File: src/source/mat_pkg.sv
package mat_pkg;

    localparam int DATA_W = 16;
    localparam int ADDR_W = 12;
    localparam int DIM_W = 6;

    // both memories span the full address range.
    localparam int MEM_WORDS = 1 << ADDR_W;

    // Q8.8 signed data word.
    typedef logic [DATA_W-1:0] word_t;

    // word address into operand or result memory.
    typedef logic [ADDR_W-1:0] addr_t;

    // matrix dimension (1 to 63) or index.
    typedef logic [DIM_W-1:0] dim_t;

    // dot lane states.
    typedef enum logic [1:0] {
        LANE_IDLE,     // waiting for a job.
        LANE_CALC,     // one term per cycle.
        LANE_HANDOFF,  // waiting for a collector credit.
        LANE_RELEASE   // hands the credit back to the dispatcher.
    } lane_state_t;

endpackage

File: src/source/row_dispatcher.sv
module row_dispatcher import mat_pkg::*; #(
    parameter int NUM_LANES = 4
) (
    input  logic                 clk,
    input  logic                 reset,
    input  logic                 start,
    input  dim_t                 a_rows,
    input  dim_t                 b_cols,
    output logic [NUM_LANES-1:0] job_valid,
    output dim_t                 job_row,
    output dim_t                 job_col,
    input  logic [NUM_LANES-1:0] job_done,
    output logic                 dispatch_idle
);

    logic                 running;
    dim_t                 rows_q;
    dim_t                 cols_q;
    dim_t                 row;
    dim_t                 col;
    logic [NUM_LANES-1:0] credit;
    logic [NUM_LANES-1:0] grant;
    logic                 last_col;
    logic                 last_row;

    // lowest set credit bit wins.
    assign grant = running ? (credit & (~credit + 1'b1)) : '0;

    assign last_col = (col == cols_q - 6'd1);
    assign last_row = (row == rows_q - 6'd1);
    assign dispatch_idle = ~running;

    always_ff @(posedge clk or posedge reset) begin
        if (reset) begin
            running <= 1'b0;
            row <= '0;
            col <= '0;
            credit <= '1;       // one credit per lane.
            job_valid <= '0;
        end else begin
            job_valid <= grant;
            credit <= (credit & ~grant) | job_done;
            if (start && !running) begin
                running <= 1'b1;
                row <= '0;
                col <= '0;
            end else if (|grant) begin
                if (last_col) begin
                    col <= '0;
                    if (last_row) begin
                        running <= 1'b0;  // last element issued.
                    end else begin
                        row <= row + 6'd1;
                    end
                end else begin
                    col <= col + 6'd1;
                end
            end
        end
    end

    // dimensions and the job payload
    always_ff @(posedge clk) begin
        if (start && !running) begin
            rows_q <= a_rows;
            cols_q <= b_cols;
        end
        if (|grant) begin
            job_row <= row;
            job_col <= col;
        end
    end

endmodule

File: config.mk
export PLATFORM = sky130hd
export DESIGN_NAME = row_dispatcher
export DESIGN_NICKNAME = d
export VERILOG_FILES = /design/src/source/mat_pkg.sv /design/src/source/row_dispatcher.sv
export SDC_FILE = /design/constraint.sdc
export NUM_CORES = 1
export LEC_CHECK = 0
export BUFFER_PORTS_ARGS = -buffer_cell sky130_fd_sc_hd__buf_2
export CORE_ASPECT_RATIO = 1.5
export CORE_MARGIN = 4
export CORE_UTILIZATION = 54
export DETAILED_ROUTE_END_ITERATION = 10
export GPL_TIMING_DRIVEN = 0
export PLACE_DENSITY = 0.78
export SLEW_MARGIN = 40
export SYNTH_ARGS = -nofsm -noshare
export SYNTH_HDL_FRONTEND = slang
export SYNTH_SLANG_ARGS = --single-unit
File: constraint.sdc
create_clock -name clk -period 2.66 [get_ports clk]
set_clock_uncertainty 0.2 [all_clocks]
set_input_delay 0.532 -clock clk [delete_from_list [all_inputs] [get_ports clk]]
set_output_delay 0.532 -clock clk [all_outputs]
set_load 0.02 [all_outputs]
==> results.tsv <==
metric	value	unit
largest net degree at the start of global routing	22	
Leak Pwr	0.9578	nW
Core Region	3481	sq um
Mapped Cells	158	
final estimated routing congestion in global placement	0.8049	
fin crit period	2.513	ns
final antenna diode count	0	
Ys Warns	0	
PD cells	886.9	nW/um^2
via count	1357	
Hold Buf Count CTS	0	
Setup Crit Path Kind	flop to flop	
PortBufs	35	
Synth Register Bits	45	
ranking of synthesized cells by area	edfxtp_1, dfrtp_1, dfstp_2	
met2 usage	28.17	%
Seq pwr share	52.5	%
die span in y	82.13	um
Synth area leader	edfxtp_1	
# H-tree levels	2	
post-synthesis area per instance	12.52	sq um
Worst path slowest cell	o21ai_0	
vias per cell	5.561	
combinational group share of total power	27.1	%
worst vdd rail ir drop	532.1	uV
clock power share	20.4	%
post-synthesis cell area	1978	sq um
Finished Core Util	66.97	%
die width	57.42	um
remaining routing DRC violations	0	
Layout area overhead	17.84	%
sequential area share after synthesis	63.25	%
critical path peak fanout	5	
largest family of logic cells by synthesized area	simple AND/OR/NAND/NOR gates	
CP bufs+invs	0	
adder-cell share of the synthesized area	2.530	%
Final nets	224	
area fraction of the dominant cell type after synthesis	36.43	%
1st-pass router iterations	4	
share of layout cells above drive strength 1	27.23	%
most frequent cell after synthesis	edfxtp_1	
Slowest Stage Delay on Critical Path	0.52	ns
Core Rows	26	
setup-violating endpoint count in the final report	0	
Post-synth ARST share	46.67	%
critical path endpoint category	flop	
initial core utilization	56.83	%
HPWL Detailed	2614	um
Cell Chain, Critical Path	or3_4 -> nor4_2 -> o22ai_1 -> or2_4 -> o21ai_0 -> a21oi_1	
total die area	4716	sq um
Clock Latency Late Sink	0.29	ns
WL/cell	14.57	um
Fill cells	267	
status	finished clean	
gr busiest metal	met2	
compound-cell area share of the yosys netlist	10.94	%
slew margin rel.	51.54	%
Slew Limit Fails	0	
number of synthesized flops with an enable pin	24	
commonest cells in the netlist	edfxtp_1, dfrtp_1, inv_1, nor2_1, xor2_1	
period utilisation layout	94.46	%
first-pass GRT wire length	5851	um
Sum Neg Setup Slack	0	ns
HP Class	input pin to async pin	
detailed-route wire length	3555	um
required time worst endpoint	2.62	ns
mux cell area share after synthesis	0	%
GRT Util Overall	16.46	%
critical path arrival	2.47	ns
I/O Pins	36	
XOR/XNOR Fraction of Synth Area	8.412	%
Root Buffer	clkbuf_8	
P_sw	0.0006959	W
met3 Use GR	4.977	%
Synth Area in Simple Gates	12.52	%
fmax	398.0	MHz
Sw Share	33.66	%
vias in the first global route	1335	
measured slew at the worst slew-check pin	0.7225	ns
CTS sink cnt	45	
CTS Buf Count	5	
Worst setup SP type	flop	
final hold violations	0	
Main synth FF type	edfxtp_1	
CTS tree	built	
clock buffer depth	2	
Initial DRC Count	31	
RSZ-0062 raised after global routing	false	
Int Pwr	0.001372	W
crit-path leading delay family	simple AND/OR/NAND/NOR gates	
initial antenna violation count	0	
Max Cap Violations	0	
GR Util met1	17.82	%
Post-Syn Nets	181	
grt total ovfl	0	
DRT antenna net count	0	
clock slew at reported path FFs	0.08	ns
synth unique cells	34	
## flip-flops by register name, summed over array words and instances (netlist names)
register	cells
cols_q	6
job_row	6
job_col	6
rows_q	6
job_valid	4
running	1
credit	4
row	6
col	6
## placed cells by master, fill, tap and decap left out, drive strengths merged, types with 4 or more instances in the layout
cell / instances
xor2: 10
buf: 37
inv: 10
dfrtp: 17
xnor2: 9
o21ai: 7
dfstp: 4
o31ai: 8
clkbuf: 6
nand3: 6
a21oi: 4
edfxtp: 24
nand2: 9
ha: 4
nor2: 11
## path summary, 6_finish.rpt
path	from	to	slack [ns]	cells past startpoint
min reg2reg	col[5]	job_col[5]	0.32	0
max in group asynchronous	reset	credit[2]	1.84	2
min in group clk	a_rows[4]	rows_q[4]	0.21	1
max	cols_q[0]	running	0.15	6
max reg2reg	cols_q[0]	running	0.15	6
min	reset	col[2]	0.06	2
## metrics by stage
| step | cells | instance area [sq um] | hold slack [ns] | total power, W | worst slack, ns |
|---|---|---|---|---|---|
| after floorplan | 158 | 1978 | 0.2857 | 0.001469 | 0.3792 |
| after global placement | 235 | 2206 | 0.3114 | 0.001610 | 0.2217 |
| after detailed placement | 235 | 2213 | 0.3099 | 0.001644 | 0.1257 |
| after CTS | 243 | 2305 | 0.1880 | 0.002066 | 0.07929 |
| after global routing | 244 | 2331 | 0.09056 | 0.002201 | 0.002707 |
| final | 244 | 2331 | 0.05607 | 0.002067 | 0.1472 |
## power groups by stage
| stage | sequential (W) | clock [W] | combinational, W |
|---|---|---|---|
| final | 0.00109 | 0.000422 | 0.000560 |
| after global placement | 0.00109 | 0 | 0.000520 |
| after floorplan | 0.00118 | 0 | 0.000289 |
| after global routing | 0.00112 | 0.000464 | 0.000620 |
| after detailed placement | 0.00110 | 0 | 0.000545 |
| after CTS | 0.00109 | 0.000430 | 0.000551 |
## cell families (layout without fill, tap and decap cells)
family | Yosys count | count (layout)
xor gates and xnor gates | 19 | 19
buffers and inverters | 12 | 56
and+or+nand+nor | 47 | 47
AOI/OAI and AO/OA | 31 | 31
DFF | 45 | 45
adders and majority gates | 4 | 4
## cell type report
class	count	area, sq um	share of cell area (%)
Tap cell	42	52.55	2.254
Clock inverter	2	8.758	0.3757
Multi-Input combinational cell	101	706.9	30.33
Timing Repair Buffer	36	182.7	7.837
Sequential cell	45	1251	53.68
Clock buffer	6	82.58	3.543
Inverter	11	41.29	1.771
Buffer	1	5.005	0.2147
## per-layer routing
| metal | wire [um] | vias to the layer above | share of wire (%) |
|---|---|---|---|
| met5 | 0 | - | 0 |
| met4 | 64 | 0 | 1.8 |
| met3 | 238 | 8 | 6.7 |
| met2 | 1936 | 43 | 54 |
| met1 | 1315 | 650 | 37 |
| li1 | - | 656 | - |
## timing repair
action                                  in CTS  in global routing
endpoints found under the setup margin       0                  6
resized for setup                            0                  2
setup buffers                                0                  1
No activity file was read; power rests on OpenSTA's default activity.
