===== config.mk =====
export PLATFORM = sky130hd
export DESIGN_NAME = dot_lane
export DESIGN_NICKNAME = d
export VERILOG_FILES = /design/src/source/mat_pkg.sv /design/src/source/dot_lane.sv
export SDC_FILE = /design/constraint.sdc
export NUM_CORES = 1
export LEC_CHECK = 0
export BUFFER_PORTS_ARGS = -buffer_cell sky130_fd_sc_hd__buf_2
export CORE_MARGIN = 2
export CORE_UTILIZATION = 55
export CTS_BUF_LIST = sky130_fd_sc_hd__clkbuf_2 sky130_fd_sc_hd__clkbuf_4 sky130_fd_sc_hd__clkbuf_8
export CTS_CLUSTER_SIZE = 20
export DETAILED_ROUTE_END_ITERATION = 12
export GPL_TIMING_DRIVEN = 1
export PLACE_DENSITY_LB_ADDON = 0.25
export SLEW_MARGIN = 20
export SYNTH_ARGS = -nofsm -noshare
export SYNTH_HDL_FRONTEND = slang
export SYNTH_SLANG_ARGS = --single-unit

===== constraint.sdc =====
create_clock -name clk -period 5.5 [get_ports clk]
set_input_delay 0.275 -clock clk [delete_from_list [all_inputs] [get_ports clk]]
set_output_delay 0.275 -clock clk [all_outputs]
set_load 0.02 [all_outputs]

===== src/source/mat_pkg.sv =====
package mat_pkg;

    localparam int DATA_W = 16;
    localparam int ADDR_W = 12;
    localparam int DIM_W = 6;

    // both memories span the full address range.
    localparam int MEM_WORDS = 1 << ADDR_W;

    // Q8.8 signed data word.
    typedef logic [DATA_W-1:0] word_t;

    // word address into operand or result memory.
    typedef logic [ADDR_W-1:0] addr_t;

    // matrix dimension (1 to 63) or index.
    typedef logic [DIM_W-1:0] dim_t;

    // dot lane states.
    typedef enum logic [1:0] {
        LANE_IDLE,     // waiting for a job.
        LANE_CALC,     // one term per cycle.
        LANE_HANDOFF,  // waiting for a collector credit.
        LANE_RELEASE   // hands the credit back to the dispatcher.
    } lane_state_t;

endpackage


===== src/source/dot_lane.sv =====
module dot_lane import mat_pkg::*; #(
    parameter int FIFO_DEPTH = 2
) (
    input  logic  clk,
    input  logic  reset,
    input  logic  job_valid,
    input  dim_t  job_row,
    input  dim_t  job_col,
    input  addr_t a_base,
    input  addr_t b_base,
    input  addr_t c_base,
    input  dim_t  a_cols,
    input  dim_t  b_cols,
    output addr_t rd_addr_a,
    output addr_t rd_addr_b,
    input  word_t rd_data_a,
    input  word_t rd_data_b,
    output logic  res_valid,
    output addr_t res_addr,
    output word_t res_data,
    input  logic  res_credit,
    output logic  job_done
);

    localparam int CW = $clog2(FIFO_DEPTH + 1);

    lane_state_t       state;
    dim_t              term_idx;
    word_t             sum;
    logic [CW-1:0]     credits;
    logic signed [31:0] product_full;
    logic signed [31:0] product_shifted;
    word_t             term;
    logic              send;

    // Q8.8 product shifted back by 8 and cut to the low 16 bits.
    assign product_full = $signed(rd_data_a) * $signed(rd_data_b);
    assign product_shifted = product_full >>> 8;
    assign term = product_shifted[15:0];

    assign send = (state == LANE_HANDOFF) && (credits != '0);
    assign res_valid = send;
    assign res_data = sum;
    assign job_done = (state == LANE_RELEASE);

    always_ff @(posedge clk or posedge reset) begin
        if (reset) begin
            state <= LANE_IDLE;
            term_idx <= '0;
            credits <= CW'(FIFO_DEPTH);
        end else begin
            credits <= credits + CW'(res_credit) - CW'(send);
            case (state)
                LANE_IDLE: begin
                    if (job_valid) begin
                        state <= LANE_CALC;
                        term_idx <= '0;
                    end
                end
                LANE_CALC: begin
                    term_idx <= term_idx + 6'd1;
                    if (term_idx == a_cols - 6'd1) begin
                        state <= LANE_HANDOFF;
                    end
                end
                LANE_HANDOFF: begin
                    if (send) begin
                        state <= LANE_RELEASE;
                    end
                end
                LANE_RELEASE: begin
                    state <= LANE_IDLE;
                end
                default: begin
                    state <= LANE_IDLE;
                end
            endcase
        end
    end

    // address walk and accumulate
    always_ff @(posedge clk) begin
        if (state == LANE_IDLE && job_valid) begin
            rd_addr_a <= a_base + addr_t'(job_row) * addr_t'(a_cols);  // start of row.
            rd_addr_b <= b_base + addr_t'(job_col);                     // top of column.
            res_addr <= c_base + addr_t'(job_row) * addr_t'(b_cols) + addr_t'(job_col);
            sum <= '0;
        end else if (state == LANE_CALC) begin
            rd_addr_a <= rd_addr_a + 12'd1;
            rd_addr_b <= rd_addr_b + addr_t'(b_cols);  // next row of B.
            sum <= sum + term;                          // wraps mod 2^16.
        end
    end

endmodule


==> impl_results.md, run 1 <==
- Status: complete, but fails checks
- Failing checks: negative setup slack
- Critical path endpoint category: flip-flop
- 1st-pass router iterations: 5
- Antenna violations before repair: 0
- I/O pin total: 150
- Die width: 165 um
- CTS Buffer Depth: 2
- Crit share post-route: 119%
- DR iter-0 viols: 620
- Clock Skew: 0.0100 ns
- Drt drc: 0
- Final Hold Slack: 0.153 ns
- Global route overflow: 0
- Routability cong.: 0.915
- Crit path required time: 5.79 ns
- Seq/Total Area, Yosys: 11.5%
- Unrepaired setup endpoints after global routing: yes
- Asr flop ratio synth: about 16%
- Cell variety after synth: 53
- Finish-stage setup viols: 10
- Root Driver: clkbuf_8
- Synth Cell Area: around 0.014 sq mm
- Syn nets: around 2.1k
- Crit-path max cell delay: 0.55 ns
- Die ar.: 0.0274 sq mm
- HPWL after DPL: about 29000 um
- Max_slew headroom: 57.0%
- N_diodes: 0
- Fin crit period: 6.53 ns
- Initial Util: 55.4%
- CP Max Fanout: 5
- Routed wire length: 34700 um
- Synth Instances: 1592
- Data arrival, critical path: 6.82 ns
- Warnings, synthesis: 0
- CORE AREA: 0.0258 sq mm
- Register area: between 0.0015 and 0.002 sq mm
- Max-cap violations: 0
- Worst Hold Class: primary input to flip-flop
- CTS H-tree depth: 3
- Largest net degree at the start of global routing: 34
- Setup ws final: -1.03 ns
- Layout area overhead: 21.3%
- EDFF count, synth: 36
- Num rows: between 50 and 60
- Layout cell share with drive strength beyond 1: 22.3%
- GRT Util Overall: 26.3%
- Critical Path Slowest Stage Cell: fa_1
- Via count: 11.3k
- Syn Area/Cell: ~9 sq um
- Cell repeated most along the worst path: fa_1
- Chip Height: 165 um
- Fmax: 153 MHz
- Fin. max-slew vios: 0
- Total CTS buffers: 9
- FILL cells: 2034
- # nets final: 2360
- I/O Buffers: about 150
- Clock latency on the worst-skew pair: 0.36 ns
- Vias in the first global route: 11.9k
- Setup CP Type: primary input to flip-flop
- CP Launch Type: primary input
- Final ANT Viol Nets: 0
- Post-detailed-route wirelength per cell: 15.8 um
- Hold Fails Final Rpt: 0
- Clock Sinks: 62
- CTS tree: yes
- Top_reg_cell synth: edfxtp_1
- Least-Margin Pin Slew: ~0.64 ns
- Clock-pin slew on the worst setup and hold paths: 0.08 ns
- Area occupied by multi-input gates: 0.0115 sq mm
- Number of vias per cell: between 5 and 6
- First-pass GRT wire length: 56400 um
- #FFs+latches synth: between 60 and 70
state kept, by name (all words and copies together) (netlist names):
signal	flops
res_data	16
rd_addr_b	12
term_idx	6
credits	2
rd_addr_a	12
state	2
res_addr	12
layer usage:
metal | wire (um) | GRT usage [%]
met5 | 0 | 0
met4 | 787 | 7.72
met3 | 1850 | 2.65
met2 | 18000 | 48.3
met1 | 14100 | 32.8
final cells by class:
cell class                      instances  share of cell area (%)
Tap cell                              335                    2.41
Timing Repair Buffer                  310                    12.8
Inverter                              362                    7.82
Clock inverter                          6                   0.396
Multi-Input combinational cell       1114                    66.2
Clock buffer                           10                   0.792
Sequential cell                        62                    9.51
cells in the mapped netlist, drive strengths merged, types with 2 or more instances:
cell type	number	share of area, %
a211oi	2	0.10
a21o	19	1.0
a21oi	49	1.8
a31o	2	0.12
a31oi	3	0.17
and2	136	5.9
and3	9	0.39
buf	3	0.079
clkbuf	51	1.3
dfrtp	9	1.6
dfxtp	16	2.2
edfxtp	36	7.5
fa	245	34
ha	160	14
inv	361	9.5
mux2i	15	1.0
nand2	186	4.9
nand2b	10	0.44
nand3	19	0.66
nor2	55	1.4
nor2b	13	0.57
nor3	6	0.21
o21a	5	0.26
o21ai	29	1.0
o21bai	14	0.73
o41ai	2	0.17
xnor2	88	5.4
xor2	28	1.7
cell families after synthesis:
family	Yosys count	share of synthesized area [%]
flip-flops	62	11.5
XOR/XNOR	116	7.09
buffers and inverters	416	10.9
multiplexers	15	1.05
AND/OR/NAND/NOR	440	14.8
AO/OA/AOI/OAI	138	6.39
adder cells (fa/ha/maj)	405	48.2
stage by stage:
| stage | TNS, ns | util [%] | cell area [sq um] | setup WS, ns | std cells |
|---|---|---|---|---|---|
| after detailed placement | -10.0 | 64.0 | 16500 | -1.66 | 2162 |
| after global routing | -7.59 | 67.3 | 17400 | -1.31 | 2199 |
| after CTS | -4.66 | 66.4 | 17100 | -1.08 | 2193 |
| after floorplan | -4.54 | - | 14600 | -1.25 | 1592 |
| after global placement | -8.65 | 64.0 | 16500 | -1.47 | 2162 |
| final | -5.54 | 67.3 | 17400 | -1.03 | 2199 |
worst paths after layout:
| path | to | cells past startpoint | slack [ns] | start |
|---|---|---|---|---|
| worst max-delay path | res_data[15] | 30 | -1.03 | rd_data_b[4] |
| worst min-delay path | credits[0] | 2 | 0.15 | res_credit |
| worst max register to register | res_data[15] | 11 | 2.57 | res_data[1] |
| worst min register to register | res_data[15] | 2 | 0.50 | res_data[15] |
| max in group asynchronous | credits[1] | 3 | 4.73 | reset |
| min in group asynchronous | credits[0] | 3 | 0.45 | reset |
worst max-delay path, delay by kind of cell:
family | cells | cell delay (ns)
buf+inv | 6 | 0.40
compound gates | 8 | 1.38
xor+xnor | 3 | 0.35
simple gates | 5 | 1.07
fa+ha+maj | 8 | 3.36
repair_timing:
item,4_1_cts,5_1_grt
gates resized for setup,71,37
pin swaps,46,39
hold buffers,1,0
endpoints found under the hold margin,9,0
setup buffers,12,6
endpoints found under the setup margin,10,11
gates cloned,2,1
cells in the final DEF (no fill, tap or decap), types with 11 or more instances in the layout:
cell      synthesis  final
a21o_1           19     19
a21oi_1          47     37
a21oi_2           2     11
and2_1          136    124
and2_4            0     12
buf_2             0    135
buf_4             0    142
buf_6             0     18
dfxtp_1          16     16
edfxtp_1         36     36
fa_1            245    239
ha_1            160    143
inv_1           361    355
mux2i_1          15     15
nand2_1         186    179
nand3_1          19     19
nor2_1           55     50
nor2b_1          13     12
o21ai_0          28     23
o21bai_1         14     14
xnor2_1          88     84
xor2_1           28     27
Power of run 1 is left out: the tool's default activity adds up to more than one toggle a clock period on the data nets, which glitch-free logic cannot reach.
==> inputs of run 2 (changes only) <==
--- a/config.mk
+++ b/config.mk
@@ -8,7 +8,7 @@
 export BUFFER_PORTS_ARGS = -buffer_cell sky130_fd_sc_hd__buf_2
 export CORE_MARGIN = 2
 export CORE_UTILIZATION = 55
-export CTS_BUF_LIST = sky130_fd_sc_hd__clkbuf_2 sky130_fd_sc_hd__clkbuf_4 sky130_fd_sc_hd__clkbuf_8
+export CTS_BUF_LIST = sky130_fd_sc_hd__clkbuf_8 sky130_fd_sc_hd__clkbuf_16
 export CTS_CLUSTER_SIZE = 20
 export DETAILED_ROUTE_END_ITERATION = 12
 export GPL_TIMING_DRIVEN = 1
==> run 2 against run 1 <==
Critical endpoint unchanged. Flip-flop and latch count stayed put. Hold slack better by 0.021 ns. First-iteration DRC count is 5.5% lower. Critical path type unchanged. Sequential share of layout area is 0.12 points lower. Final area is 1.3% higher. Non-clock buffer count rose by 2. Setup slack got worse by 0.018 ns. The run still ends with negative setup slack left. Routed wire length up 1.4%. Critical path depth did not move. Die area unchanged. Highest routed layer unchanged.
==> impl_results.md, run 2 (synthesis gave the netlist of run 1 again) <==
- Status: complete, but fails checks (unchanged)
- Failing checks: negative setup slack (unchanged)
- Unrepaired setup endpoints after global routing: yes (unchanged)
- Crit path required time: 5.77 ns (was 5.79 ns)
- CTS tree: yes (unchanged)
- Global route overflow: 0 (unchanged)
- Via count: 11.4k (was 11.3k)
- Finish-stage setup viols: 10 (unchanged)
- Worst Hold Class: primary input to flip-flop (unchanged)
- CP Launch Type: primary input (unchanged)
- Commonest cells after routing, fill and taps aside: 349 x inv_1, 239 x fa_1, 176 x nand2_1 (was 355 x inv_1, 239 x fa_1, 179 x nand2_1)
- Die width: 165 um (unchanged)
- HPWL after DPL: 29100 um (unchanged)
- Chip Height: 165 um (unchanged)
- GRT Util Overall: 26.5% (was 26.3%)
- Post-detailed-route wirelength per cell: 16.0 um (was 15.8 um)
- Dpl ws: -1.66 ns (unchanged)
- Final ANT Viol Nets: 0 (unchanged)
- Clock latency on the worst-skew pair: 0.34 ns (was 0.36 ns)
- Final Non-Filler Cells: 2201 (was 2199)
- Max-cap violations: 0 (unchanged)
- Worst hold stages: 2 (unchanged)
- Setup CP Type: primary input to flip-flop (unchanged)
- Total CTS buffers: 9 (unchanged)
- # nets final: 2362 (was 2360)
- Vias in the first global route: 12.0k (was 11.9k)
- Critical path endpoint category: flip-flop (unchanged)
- Commonest non-fill, non-tap cell in the layout: inv_1 (unchanged)
- CORE AREA: 0.0258 sq mm (unchanged)
- Layout cell share with drive strength beyond 1: 23.0% (was 22.3%)
- Crit-path max cell delay: 0.55 ns (about the same)
- First-pass GRT wire length: 56700 um (was 56400 um)
- Clock Skew: 0.00851 ns (was 0.0100 ns)
- Setup Total Neg Slack: -5.35 ns (was -5.54 ns)
- I/O pin total: 150 (unchanged)
- Root Driver: clkbuf_16 (was clkbuf_8)
- Layout area overhead: 22.9% (was 21.3%)
- Critical Path Slowest Stage Cell: fa_1 (unchanged)
- Crit share post-route: 119% (about the same)
- Cell repeated most along the worst path: fa_1 (unchanged)
- CP Max Fanout: 5 (unchanged)
- FF-to-FF path depth: 11 (unchanged)
- Routed wire length: 35200 um (was 34700 um)
- Placed cells: 2162 (unchanged)
- CTS H-tree depth: 3 (unchanged)
- N_diodes: 0 (unchanged)
- Setup ws final: -1.05 ns (was -1.03 ns)
- Fin. max-slew vios: 0 (unchanged)
- Clock-pin slew on the worst setup and hold paths: 0.06 ns (was 0.08 ns)
- Hold path start: res_credit (unchanged)
- Least-Margin Pin Slew: 0.623 ns (was 0.643 ns)
- Antenna violations before repair: 0 (unchanged)
- R2R Path End: res_data[15] (unchanged)
- Routability cong.: 0.915 (unchanged)
- Top delay family on crit path: adder cells (unchanged)
- Endpoint, Worst Hold: credits[0] (unchanged)
- Number of vias per cell: 5.20 (was 5.16)
- Max_slew headroom: 58.3% (was 57.0%)
- Final Hold Slack: 0.175 ns (was 0.153 ns)
- Hold Fails Final Rpt: 0 (unchanged)
- Fmax: 153 MHz (about the same)
- Drt drc: 0 (unchanged)
- Largest net degree at the start of global routing: 34 (unchanged)
- Initial Util: 55.4% (unchanged)
- DR iter-0 viols: 586 (was 620)
- Fin crit period: 6.55 ns (was 6.53 ns)
- 1st-pass router iterations: 5 (unchanged)
- Die ar.: 0.0274 sq mm (unchanged)
- Clock Sinks: 62 (unchanged)
- CTS Buffer Depth: 2 (unchanged)
- I/O Buffers: 149 (unchanged)
- RR Startpoint: res_data[1] (unchanged)
- Largest register FFs: 16 (unchanged)
- Num rows: 59 (unchanged)
- Data arrival, critical path: 6.82 ns (about the same)
- Buf/Inv on CP: 6 (unchanged)
- Reg2reg setup slack: 2.57 ns (about the same)
==> run 2: cell types whose count changed in the layout (fill, tap and decap cells not counted), moves of 3 or more <==
cell,change
ha_4,+3
nand2_1,-3
clkbuf_16,+11
inv_1,-6
inv_2,+6
ha_1,-3
clkbuf_8,-9
==> run 2: worst max-delay path by stage <==
stage | to | cells past startpoint | startpoint | slack (ns)
global route | res_data[15] | 30 | rd_data_b[4] | -1.33
global placement | res_data[15] | 28 | rd_data_b[4] | -1.47
detailed placement | res_data[15] | 30 | rd_data_b[4] | -1.66
floorplan | res_data[15] | 30 | rd_data_b[8] | -1.25
finish | res_data[15] | 30 | rd_data_b[4] | -1.05
CTS | res_data[15] | 30 | rd_data_a[7] | -1.11
==> run 2: metrics by stage <==
| step | util, % | area, sq um |
|---|---|---|
| after floorplan | - | 14600 |
| after global placement | 64.0 | 16500 |
| after detailed placement | 64.0 | 16500 |
| after CTS | 66.8 | 17300 |
| after global routing | 68.1 | 17600 |
| final | 68.1 | 17600 |
==> run 2: area by class of cell <==
type	count	area (sq um)
Multi-Input combinational cell	1114	11600
Inverter	362	1360
Fill cell	2002	8240
Clock buffer	11	264
Tap cell	335	419
Timing Repair Buffer	312	2290
Clock inverter	5	38.8
Sequential cell	62	1650
==> run 2: routing by layer <==
layer,share of wire (%),GRT usage (%),up-vias
met3,5.6,3.07,58
li1,-,-,5350
met1,40,32.8,5694
met4,2.4,8.07,0
met5,0,0,-
met2,52,48.4,333
==> run 2: what timing repair did <==
action	CTS	global route
setup endpoints to repair	10	11
gates resized for setup	75	60
cloned	2	2
pin swaps	52	57
hold buffers	1	0
endpoints found under the hold margin	9	0
setup buffers	13	7
Power of run 2 is left out for the same reason.
